`src/design/commit_pkg.sv`:
```
/*
 * Shared widths, exception codes, opcodes and instruction classes for the commit stage.
 * Imported by wildcard in the header of every design unit that needs them.
 */

package commit_pkg;

    // Core widths
    localparam int XLEN           = 32;
    localparam int ILEN           = 32;
    localparam int REG_IDX_LEN    = 5;
    localparam int ROB_EXCEPT_LEN = 4;

    // Default reorder buffer size, overridden from the top level
    localparam int ROB_DEPTH_DEF  = 8;

    // Exception causes, low bits of the RISC-V mcause encoding
    localparam logic [ROB_EXCEPT_LEN-1:0] EXC_INSTR_MISALIGNED = 4'd0;
    localparam logic [ROB_EXCEPT_LEN-1:0] EXC_INSTR_ACCESS     = 4'd1;
    localparam logic [ROB_EXCEPT_LEN-1:0] EXC_ILLEGAL_INSTR    = 4'd2;
    localparam logic [ROB_EXCEPT_LEN-1:0] EXC_BREAKPOINT       = 4'd3;
    localparam logic [ROB_EXCEPT_LEN-1:0] EXC_LOAD_MISALIGNED  = 4'd4;
    localparam logic [ROB_EXCEPT_LEN-1:0] EXC_LOAD_ACCESS      = 4'd5;
    localparam logic [ROB_EXCEPT_LEN-1:0] EXC_STORE_MISALIGNED = 4'd6;
    localparam logic [ROB_EXCEPT_LEN-1:0] EXC_STORE_ACCESS     = 4'd7;
    localparam logic [ROB_EXCEPT_LEN-1:0] EXC_ECALL_M          = 4'd11;

    // Major opcodes, instruction bits [6:0]
    localparam logic [6:0] OPC_STORE    = 7'b0100011;
    localparam logic [6:0] OPC_STORE_FP = 7'b0100111;
    localparam logic [6:0] OPC_LOAD_FP  = 7'b0000111;
    localparam logic [6:0] OPC_OP_FP    = 7'b1010011;
    localparam logic [6:0] OPC_FMADD    = 7'b1000011;
    localparam logic [6:0] OPC_FMSUB    = 7'b1000111;
    localparam logic [6:0] OPC_FNMSUB   = 7'b1001011;
    localparam logic [6:0] OPC_FNMADD   = 7'b1001111;
    localparam logic [6:0] OPC_BRANCH   = 7'b1100011;

    // What retiring the head instruction does
    typedef enum logic [1:0] {
        CLS_INT_WB = 2'd0,  // writes the integer register file
        CLS_FP_WB  = 2'd1,  // writes the floating-point register file
        CLS_STORE  = 2'd2,  // waits for the store buffer, no writeback
        CLS_NO_WB  = 2'd3   // branches
    } instr_class_t;

endpackage

```
`src/design/rob_commit_if.sv`:
```
/*
 * Head-of-ROB channel towards the commit logic.
 * The ROB side presents the oldest entry, the commit side pops it or flushes.
 */

`timescale 1ns/10ps

interface rob_commit_if import commit_pkg::*; ();

    // Handshake and flush
    logic                       valid;
    logic                       ready;
    logic                       flush;

    // Head entry contents
    logic [ILEN-1:0]            instr;
    logic [XLEN-1:0]            pc;
    logic [REG_IDX_LEN-1:0]     rd_idx;
    logic [XLEN-1:0]            value;
    logic                       except_raised;
    logic [ROB_EXCEPT_LEN-1:0]  except_code;

    modport rob (
        output valid, instr, pc, rd_idx, value, except_raised, except_code,
        input  ready, flush
    );

    modport commit (
        input  valid, instr, pc, rd_idx, value, except_raised, except_code,
        output ready, flush
    );

endinterface

```
`src/design/commit_decoder.sv`:
```
/*
 * Classifies the head instruction by major opcode and says whether it may retire now.
 * Purely combinational, used inside the commit logic.
 */

`timescale 1ns/10ps

module commit_decoder import commit_pkg::*; (
    input  logic [ILEN-1:0]     instruction_i,
    input  logic                sb_store_committing_i,  // store buffer is writing memory
    output instr_class_t        class_o,
    output logic                comm_possible_o
);

    logic [6:0]     opcode;

    assign opcode = instruction_i[6:0];

    // Opcode to class
    always_comb begin
        case (opcode)
            // Integer and FP stores go through the store buffer
            OPC_STORE,
            OPC_STORE_FP: class_o = CLS_STORE;

            // FP loads, FP arithmetic and the fused multiply-add group
            OPC_LOAD_FP,
            OPC_OP_FP,
            OPC_FMADD,
            OPC_FMSUB,
            OPC_FNMSUB,
            OPC_FNMADD:   class_o = CLS_FP_WB;

            // Branches only redirect the PC
            OPC_BRANCH:   class_o = CLS_NO_WB;

            // Everything else lands in the integer file, x0 is filtered there
            default:      class_o = CLS_INT_WB;
        endcase
    end

    // Stores retire only together with the store buffer
    always_comb begin
        if (class_o == CLS_STORE) begin
            comm_possible_o = sb_store_committing_i;
        end else begin
            comm_possible_o = 1'b1;
        end
    end

endmodule

```
`src/design/rob.sv`:
```
/*
 * Circular reorder buffer holding completed instructions in program order.
 * Entries enter through a valid/ready port and leave from the head channel.
 */

`timescale 1ns/10ps

module rob import commit_pkg::*; #(
    parameter int ROB_DEPTH = ROB_DEPTH_DEF
) (
    input  logic                        clk_i,
    input  logic                        rst_n_i,

    // Enqueue side, completed instructions
    input  logic                        enq_valid_i,
    output logic                        enq_ready_o,
    input  logic [ILEN-1:0]             enq_instr_i,
    input  logic [XLEN-1:0]             enq_pc_i,
    input  logic [REG_IDX_LEN-1:0]      enq_rd_idx_i,
    input  logic [XLEN-1:0]             enq_value_i,
    input  logic                        enq_except_i,
    input  logic [ROB_EXCEPT_LEN-1:0]   enq_except_code_i,

    // Oldest entry towards commit
    rob_commit_if.rob                   head
);

    localparam int ROB_IDX_LEN = (ROB_DEPTH > 1) ? $clog2(ROB_DEPTH) : 1;

    // Pointers and occupancy
    logic [ROB_IDX_LEN-1:0]     head_ptr;
    logic [ROB_IDX_LEN-1:0]     tail_ptr;
    logic [ROB_IDX_LEN:0]       count;
    logic                       full;
    logic                       empty;
    logic                       enq_fire;
    logic                       pop_fire;

    // Entry storage
    logic [ILEN-1:0]            instr_q [ROB_DEPTH];
    logic [XLEN-1:0]            pc_q [ROB_DEPTH];
    logic [REG_IDX_LEN-1:0]     rd_idx_q [ROB_DEPTH];
    logic [XLEN-1:0]            value_q [ROB_DEPTH];
    logic                       except_q [ROB_DEPTH];
    logic [ROB_EXCEPT_LEN-1:0]  except_code_q [ROB_DEPTH];

    // Wrap at ROB_DEPTH, which need not be a power of two
    function automatic logic [ROB_IDX_LEN-1:0] ptr_next(input logic [ROB_IDX_LEN-1:0] ptr);
        if (ptr == ROB_IDX_LEN'(ROB_DEPTH - 1)) begin
            return '0;
        end
        return ptr + 1'b1;
    endfunction

    assign full        = (count == (ROB_IDX_LEN + 1)'(ROB_DEPTH));
    assign empty       = (count == '0);
    assign enq_ready_o = ~full;
    assign enq_fire    = enq_valid_i & ~full;
    assign pop_fire    = head.valid & head.ready;

    // Pointer and count update
    // A flush wins over everything, an entry arriving on the same edge is younger and dropped
    always_ff @(posedge clk_i or negedge rst_n_i) begin
        if (!rst_n_i) begin
            head_ptr <= '0;
            tail_ptr <= '0;
            count    <= '0;
        end else if (head.flush) begin
            head_ptr <= '0;
            tail_ptr <= '0;
            count    <= '0;
        end else begin
            if (enq_fire) begin
                tail_ptr <= ptr_next(tail_ptr);
            end
            if (pop_fire) begin
                head_ptr <= ptr_next(head_ptr);
            end
            case ({enq_fire, pop_fire})
                2'b10:   count <= count + 1'b1;
                2'b01:   count <= count - 1'b1;
                default: count <= count;
            endcase
        end
    end

    // Payload write at the tail, stale slots are never read since count guards them
    always_ff @(posedge clk_i) begin
        if (enq_fire) begin
            instr_q[tail_ptr]       <= enq_instr_i;
            pc_q[tail_ptr]          <= enq_pc_i;
            rd_idx_q[tail_ptr]      <= enq_rd_idx_i;
            value_q[tail_ptr]       <= enq_value_i;
            except_q[tail_ptr]      <= enq_except_i;
            except_code_q[tail_ptr] <= enq_except_code_i;
        end
    end

    // Head entry, stable until it is popped
    assign head.valid         = ~empty;
    assign head.instr         = instr_q[head_ptr];
    assign head.pc            = pc_q[head_ptr];
    assign head.rd_idx        = rd_idx_q[head_ptr];
    assign head.value         = value_q[head_ptr];
    assign head.except_raised = except_q[head_ptr];
    assign head.except_code   = except_code_q[head_ptr];

endmodule

```
`src/design/commit_logic.sv`:
```
/*
 * Retires the ROB head: grants the pop, steers the writeback to the right register
 * file and flushes the ROB on an exception. The commit report is registered.
 */

`timescale 1ns/10ps

module commit_logic import commit_pkg::*; (
    input  logic                        clk_i,
    input  logic                        rst_n_i,

    // ROB head
    rob_commit_if.commit                head,

    // Store buffer status
    input  logic                        sb_store_committing_i,

    // Register file write ports, shared address and data
    output logic                        int_we_o,
    output logic                        fp_we_o,
    output logic [REG_IDX_LEN-1:0]      rf_rd_idx_o,
    output logic [XLEN-1:0]             rf_value_o,

    // Commit report, one cycle after the pop
    output logic                        cm_valid_o,
    output logic [XLEN-1:0]             cm_pc_o,
    output logic                        cm_except_o,
    output logic [ROB_EXCEPT_LEN-1:0]   cm_except_code_o
);

    instr_class_t   cd_class;
    logic           cd_comm_possible;
    logic           pop;
    logic           wb_ok;

    commit_decoder u_comm_decoder (
        .instruction_i          (head.instr),
        .sb_store_committing_i  (sb_store_committing_i),
        .class_o                (cd_class),
        .comm_possible_o        (cd_comm_possible)
    );

    // An exception retires at once, no need to wait for the store buffer
    assign head.ready = head.valid & (head.except_raised | cd_comm_possible);
    assign pop        = head.valid & head.ready;
    assign head.flush = pop & head.except_raised;

    // Writeback only for clean instructions, on the pop edge
    assign wb_ok    = pop & ~head.except_raised;
    assign int_we_o = wb_ok & (cd_class == CLS_INT_WB);
    assign fp_we_o  = wb_ok & (cd_class == CLS_FP_WB);

    assign rf_rd_idx_o = head.rd_idx;
    assign rf_value_o  = head.value;

    // Report control
    always_ff @(posedge clk_i or negedge rst_n_i) begin
        if (!rst_n_i) begin
            cm_valid_o       <= 1'b0;
            cm_except_o      <= 1'b0;
            cm_except_code_o <= '0;
        end else begin
            cm_valid_o  <= pop;
            cm_except_o <= head.flush;
            if (pop) begin
                cm_except_code_o <= head.except_raised ? head.except_code : '0;
            end
        end
    end

    // Retired PC, only meaningful with cm_valid_o
    always_ff @(posedge clk_i) begin
        if (pop) begin
            cm_pc_o <= head.pc;
        end
    end

endmodule

```
`src/design/regfile.sv`:
```
/*
 * Architectural register file with one write and one combinational read port.
 * ZERO_REG=1 gives the integer file its hardwired x0, 0 leaves f0 writable.
 */

`timescale 1ns/10ps

module regfile import commit_pkg::*; #(
    parameter int ZERO_REG = 1
) (
    input  logic                        clk_i,
    input  logic                        rst_n_i,

    // Write port
    input  logic                        we_i,
    input  logic [REG_IDX_LEN-1:0]      waddr_i,
    input  logic [XLEN-1:0]             wdata_i,

    // Read port
    input  logic [REG_IDX_LEN-1:0]      raddr_i,
    output logic [XLEN-1:0]             rdata_o
);

    localparam int NUM_REGS = 2 ** REG_IDX_LEN;

    logic [XLEN-1:0]    regs [NUM_REGS];
    logic               wr_en;

    // Writes to entry zero vanish in the integer flavour
    assign wr_en = we_i & ~((ZERO_REG != 0) && (waddr_i == '0));

    always_ff @(posedge clk_i or negedge rst_n_i) begin
        if (!rst_n_i) begin
            for (int i = 0; i < NUM_REGS; i++) begin
                regs[i] <= '0;
            end
        end else if (wr_en) begin
            regs[waddr_i] <= wdata_i;
        end
    end

    // Entry zero stays at its reset value, so no read-side masking is needed
    assign rdata_o = regs[raddr_i];

endmodule

```
`src/design/commit_unit_top.sv`:
```
/*
 * Retirement end of the core: ROB, commit logic and the integer and FP register files.
 * Completed instructions enter on the enqueue port, retirements leave on the cm_* report.
 */

`timescale 1ns/10ps

module commit_unit_top import commit_pkg::*; #(
    parameter int ROB_DEPTH = ROB_DEPTH_DEF
) (
    input  logic                        clk_i,
    input  logic                        rst_n_i,

    // Enqueue of completed instructions
    input  logic                        enq_valid_i,
    output logic                        enq_ready_o,
    input  logic [ILEN-1:0]             enq_instr_i,
    input  logic [XLEN-1:0]             enq_pc_i,
    input  logic [REG_IDX_LEN-1:0]      enq_rd_idx_i,
    input  logic [XLEN-1:0]             enq_value_i,
    input  logic                        enq_except_i,
    input  logic [ROB_EXCEPT_LEN-1:0]   enq_except_code_i,

    // Store buffer
    input  logic                        sb_store_committing_i,

    // Register file read ports
    input  logic [REG_IDX_LEN-1:0]      int_raddr_i,
    output logic [XLEN-1:0]             int_rdata_o,
    input  logic [REG_IDX_LEN-1:0]      fp_raddr_i,
    output logic [XLEN-1:0]             fp_rdata_o,

    // Commit report
    output logic                        cm_valid_o,
    output logic [XLEN-1:0]             cm_pc_o,
    output logic                        cm_except_o,
    output logic [ROB_EXCEPT_LEN-1:0]   cm_except_code_o
);

    logic                       int_we;
    logic                       fp_we;
    logic [REG_IDX_LEN-1:0]     rf_rd_idx;
    logic [XLEN-1:0]            rf_value;

    rob_commit_if u_head_if ();

    rob #(
        .ROB_DEPTH (ROB_DEPTH)
    ) u_rob (
        .clk_i             (clk_i),
        .rst_n_i           (rst_n_i),
        .enq_valid_i       (enq_valid_i),
        .enq_ready_o       (enq_ready_o),
        .enq_instr_i       (enq_instr_i),
        .enq_pc_i          (enq_pc_i),
        .enq_rd_idx_i      (enq_rd_idx_i),
        .enq_value_i       (enq_value_i),
        .enq_except_i      (enq_except_i),
        .enq_except_code_i (enq_except_code_i),
        .head              (u_head_if.rob)
    );

    commit_logic u_commit (
        .clk_i                 (clk_i),
        .rst_n_i               (rst_n_i),
        .head                  (u_head_if.commit),
        .sb_store_committing_i (sb_store_committing_i),
        .int_we_o              (int_we),
        .fp_we_o               (fp_we),
        .rf_rd_idx_o           (rf_rd_idx),
        .rf_value_o            (rf_value),
        .cm_valid_o            (cm_valid_o),
        .cm_pc_o               (cm_pc_o),
        .cm_except_o           (cm_except_o),
        .cm_except_code_o      (cm_except_code_o)
    );

    // Integer file, x0 hardwired
    regfile #(
        .ZERO_REG (1)
    ) u_int_rf (
        .clk_i   (clk_i),
        .rst_n_i (rst_n_i),
        .we_i    (int_we),
        .waddr_i (rf_rd_idx),
        .wdata_i (rf_value),
        .raddr_i (int_raddr_i),
        .rdata_o (int_rdata_o)
    );

    // FP file, f0 is an ordinary register
    regfile #(
        .ZERO_REG (0)
    ) u_fp_rf (
        .clk_i   (clk_i),
        .rst_n_i (rst_n_i),
        .we_i    (fp_we),
        .waddr_i (rf_rd_idx),
        .wdata_i (rf_value),
        .raddr_i (fp_raddr_i),
        .rdata_o (fp_rdata_o)
    );

endmodule

```
`config.mk`:
```
export PLATFORM = sky130hd
export DESIGN_NAME = commit_unit_top
export DESIGN_NICKNAME = d
export VERILOG_FILES = /design/src/design/commit_pkg.sv /design/src/design/rob_commit_if.sv /design/src/design/commit_decoder.sv /design/src/design/rob.sv /design/src/design/commit_logic.sv /design/src/design/regfile.sv /design/src/design/commit_unit_top.sv
export SDC_FILE = /design/constraint.sdc
export NUM_CORES = 2
export LEC_CHECK = 0
export BUFFER_PORTS_ARGS = -buffer_cell sky130_fd_sc_hd__buf_2
export CORE_AREA = 2 2 548 550
export DETAILED_ROUTE_END_ITERATION = 7
export DIE_AREA = 0 0 550 552
export PLACE_DENSITY = 0.53
export SLEW_MARGIN = 10
export SYNTH_ARGS = -nofsm -noshare
export SYNTH_HDL_FRONTEND = slang
export SYNTH_SLANG_ARGS = --single-unit
```
`constraint.sdc`:
```
create_clock -name clk_i -period 9.5 [get_ports clk_i]
set_input_delay 0.475 -clock clk_i [delete_from_list [all_inputs] [get_ports clk_i]]
set_output_delay 0.475 -clock clk_i [all_outputs]
set_load 0.01 [all_outputs]
```
==> results.cfg <==
[final_layout]
regArea_um2 = 72100
multi_input_area_um2 = 44100
nNetsFinal = 6926
drive_gt1_share_pct = 39.2
design_area_um2 = 135000
syn2layout_area_growth_pct = 13.3
post-route-util_pct = 45.1
fillers = 26016
layout_commonest_cell = dfrtp_1
most-common-layout-cells = dfrtp_1, mux2_2, mux2_1, mux4_2, edfxtp_1

[sta]
fin_worst_skew_ns = 0.0567
worst_pin_slew_ns = 1.16
finalHoldViolations = 0
max_freq_ghz = 0.172
setup_viol = 0
period_share_pct = 61.1
rsz0062_at_grt = no
relSlewSlack_pct = 22.2
finalMaxSlewViolations = 0
period_minus_slack_ns = 5.81
tns_ns = 0

[worst_setup_path]
rr_endpoint = u_int_rf.regs[522]
critPathLaunch = u_rob.head_ptr[0]
rr_startpoint = u_rob.head_ptr[0]
worstPathMaxFanout = 56
arrival_ns = 6.56
cp-endpoint = u_int_rf.regs[522]
reg2reg_slack_ns = 3.69
crit_required_ns = 10.25
path_class = reg -> reg
worst-r2r-cell-count = 9
start_kind = register
end_kind = register

[pwr]
vdd_drop_max_v = 0.000214
p_per_area_nw_per_um2 = 293
p_leak_uw = 0.0595

[clock_network]
path_clk_slew_ns = 0.06
cts.sinks = 2744
cts_tree = done
htreeDepth = 5
cts_buffers = 303
insertion_delay_ns = 0.92
clockBufferDepth = 4
root_buffer = clkbuf_16

[placement]
port_buffers = 197
place_congestion = 0.709
post-dp-hpwl_mm = 159
place_area_um2 = 124000

[grt]
track_usage_pct = 20.3
grt_max_degree = 173
grt_remaining_overflow = 0
grt_pass1_vias = 66486
grt_pass1_wl_mm = 458
antenna_found_initial = 33

[floorplan]
initial_core_util_pct = 39.8
dieArea_um2 = 304000
core_area_um2 = 298000
ioPinCount = 223
rows = 201
die_x_um = 550
die_h_um = 552

[logic_synthesis]
ys_seq_area_share_pct = 60.7
yosysTopAreaCell = dfrtp_1
ys_types = 47
yosys-top-cells-area = dfrtp_1, edfxtp_1, mux4_2
syn_avg_cell_area_um2 = 17.8
syn-num-nets = 6805
yosys_warnings = 0
async_flop_share_pct = 75.2
synth_cells = 6677
ys.flop_type = dfrtp_1
syn_area_um2 = 119000
yosys.area.top_type_share_pct = 43.5
synth_edf_count = 680
ys_ff_latch = 2744

[drt]
drc = 0
antenna_left = 0
wl_mm = 307
wl_per_cell_um = 27.9
drt_iter0_drc = 4058
firstDrtPassIters = 5
viasPerCell = 5.55
num_vias = 61157

[worst_hold_path]
hold_class = in -> async

[run]
cap_violations = 0

[outcome]
status = completed
## how the worst min path moves through the flow
| stage | start | to | slack, ns | depth (start not counted) |
|---|---|---|---|---|
| 2_1_floorplan | rst_n_i | u_commit.cm_except_code_o[0] | 0.18 | 0 |
| 4_1_cts | rst_n_i | u_fp_rf.regs[126] | 0.20 | 2 |
| 3_5_place_dp | u_int_rf.regs[1019] | u_int_rf.regs[1019] | 0.36 | 0 |
| 6_report | rst_n_i | u_fp_rf.regs[185] | 0.21 | 2 |
| 5_1_grt | rst_n_i | u_fp_rf.regs[126] | 0.26 | 2 |
| 3_3_place_gp | u_int_rf.regs[1020] | u_int_rf.regs[1020] | 0.36 | 0 |
## registers in the layout, summed over array words and instances (netlist names), 4 cells and up
register	cells
u_rob.instr_q	56
u_rob.value_q	256
u_commit.cm_except_code_o	4
u_int_rf.regs	1024
u_rob.pc_q	256
u_rob.except_q	8
u_fp_rf.regs	1024
u_rob.count	4
u_commit.cm_pc_o	32
u_rob.rd_idx_q	40
u_rob.except_code_q	32
## area by class of cell
class / instances / share of cell area (%)
multi-input combinational: 3292 / 32.8
clock buffer: 459 / 6.72
sequential: 2744 / 53.6
timing repair buffer: 448 / 2.47
clock inverter: 89 / 0.684
inverter: 9 / 0.0270
antenna: 12 / 0.0223
tap: 3958 / 3.68
## metrics by stage
stage               cells  power [µW]  setup WS, ns  hold WS (ns)
floorplan            6677       24000         0.221         0.179
global placement    10368       27500          3.57         0.360
detailed placement  10368       28000          3.52         0.363
CTS                 10999       39900          3.49         0.205
global route        11006       41500          3.32         0.256
finish              11011       39400          3.69         0.207
## synth_stat cells, types with 2 or more instances
master	n
and2_1	2
buf_1	62
nand3_1	4
o211ai_1	3
ha_1	7
nor4_4	4
buf_6	24
nand2_1	239
clkbuf_1	355
nor2b_1	2
nor2_1	11
nand2b_1	4
nor3_2	9
nand4_1	33
buf_2	121
mux2_1	1039
edfxtp_1	680
mux2_2	1048
dfrtp_1	2064
inv_1	7
a41oi_1	2
o22ai_1	6
nor3_1	6
buf_4	70
mux4_2	798
mux2i_1	14
o21ai_0	4
o2bb2ai_1	3
a21oi_2	30
xor2_1	2
a21oi_1	8
## kinds of logic after synthesis
logic type	count (synthesis)	share of synthesized area, %
AOI/OAI and AO/OA	61	0.393
xor gates and xnor gates	3	0.0221
muxes	2901	35.1
adders and majority gates	8	0.0906
and+or+nand+nor	319	1.23
buffers and inverters	641	2.53
DFF	2744	60.7
## where the power goes
group	total, µW	internal (µW)	switching, µW
logic	10900	4700	6230
registers	16700	15200	1460
clock network	11700	6870	4880
## timing repair
action                                 CTS  global route
gates resized for setup                  0             0
hold buffers                            83             0
endpoints found under the hold margin  765             0
setup buffers                            0             0
## routing by layer
layer	GRT usage [%]	share of wire, %	vias to the layer above
met5	0	0.082	-
met4	4.08	1.9	38
met3	3.97	5.0	402
met2	32.7	48	1142
met1	28.8	45	33900
li1	-	-	25675
## worst max-delay path, stage by stage (launching register included)
cell	delay, ns
dfrtp_4	1.11
buf_4	0.79
mux4_2	0.60
mux2_2	0.34
mux2i_1	0.26
o22ai_4	0.11
buf_4	0.40
a21oi_4	0.97
buf_4	0.58
mux2_1	0.38
Note: power is estimated with default switching activity, not from simulation.
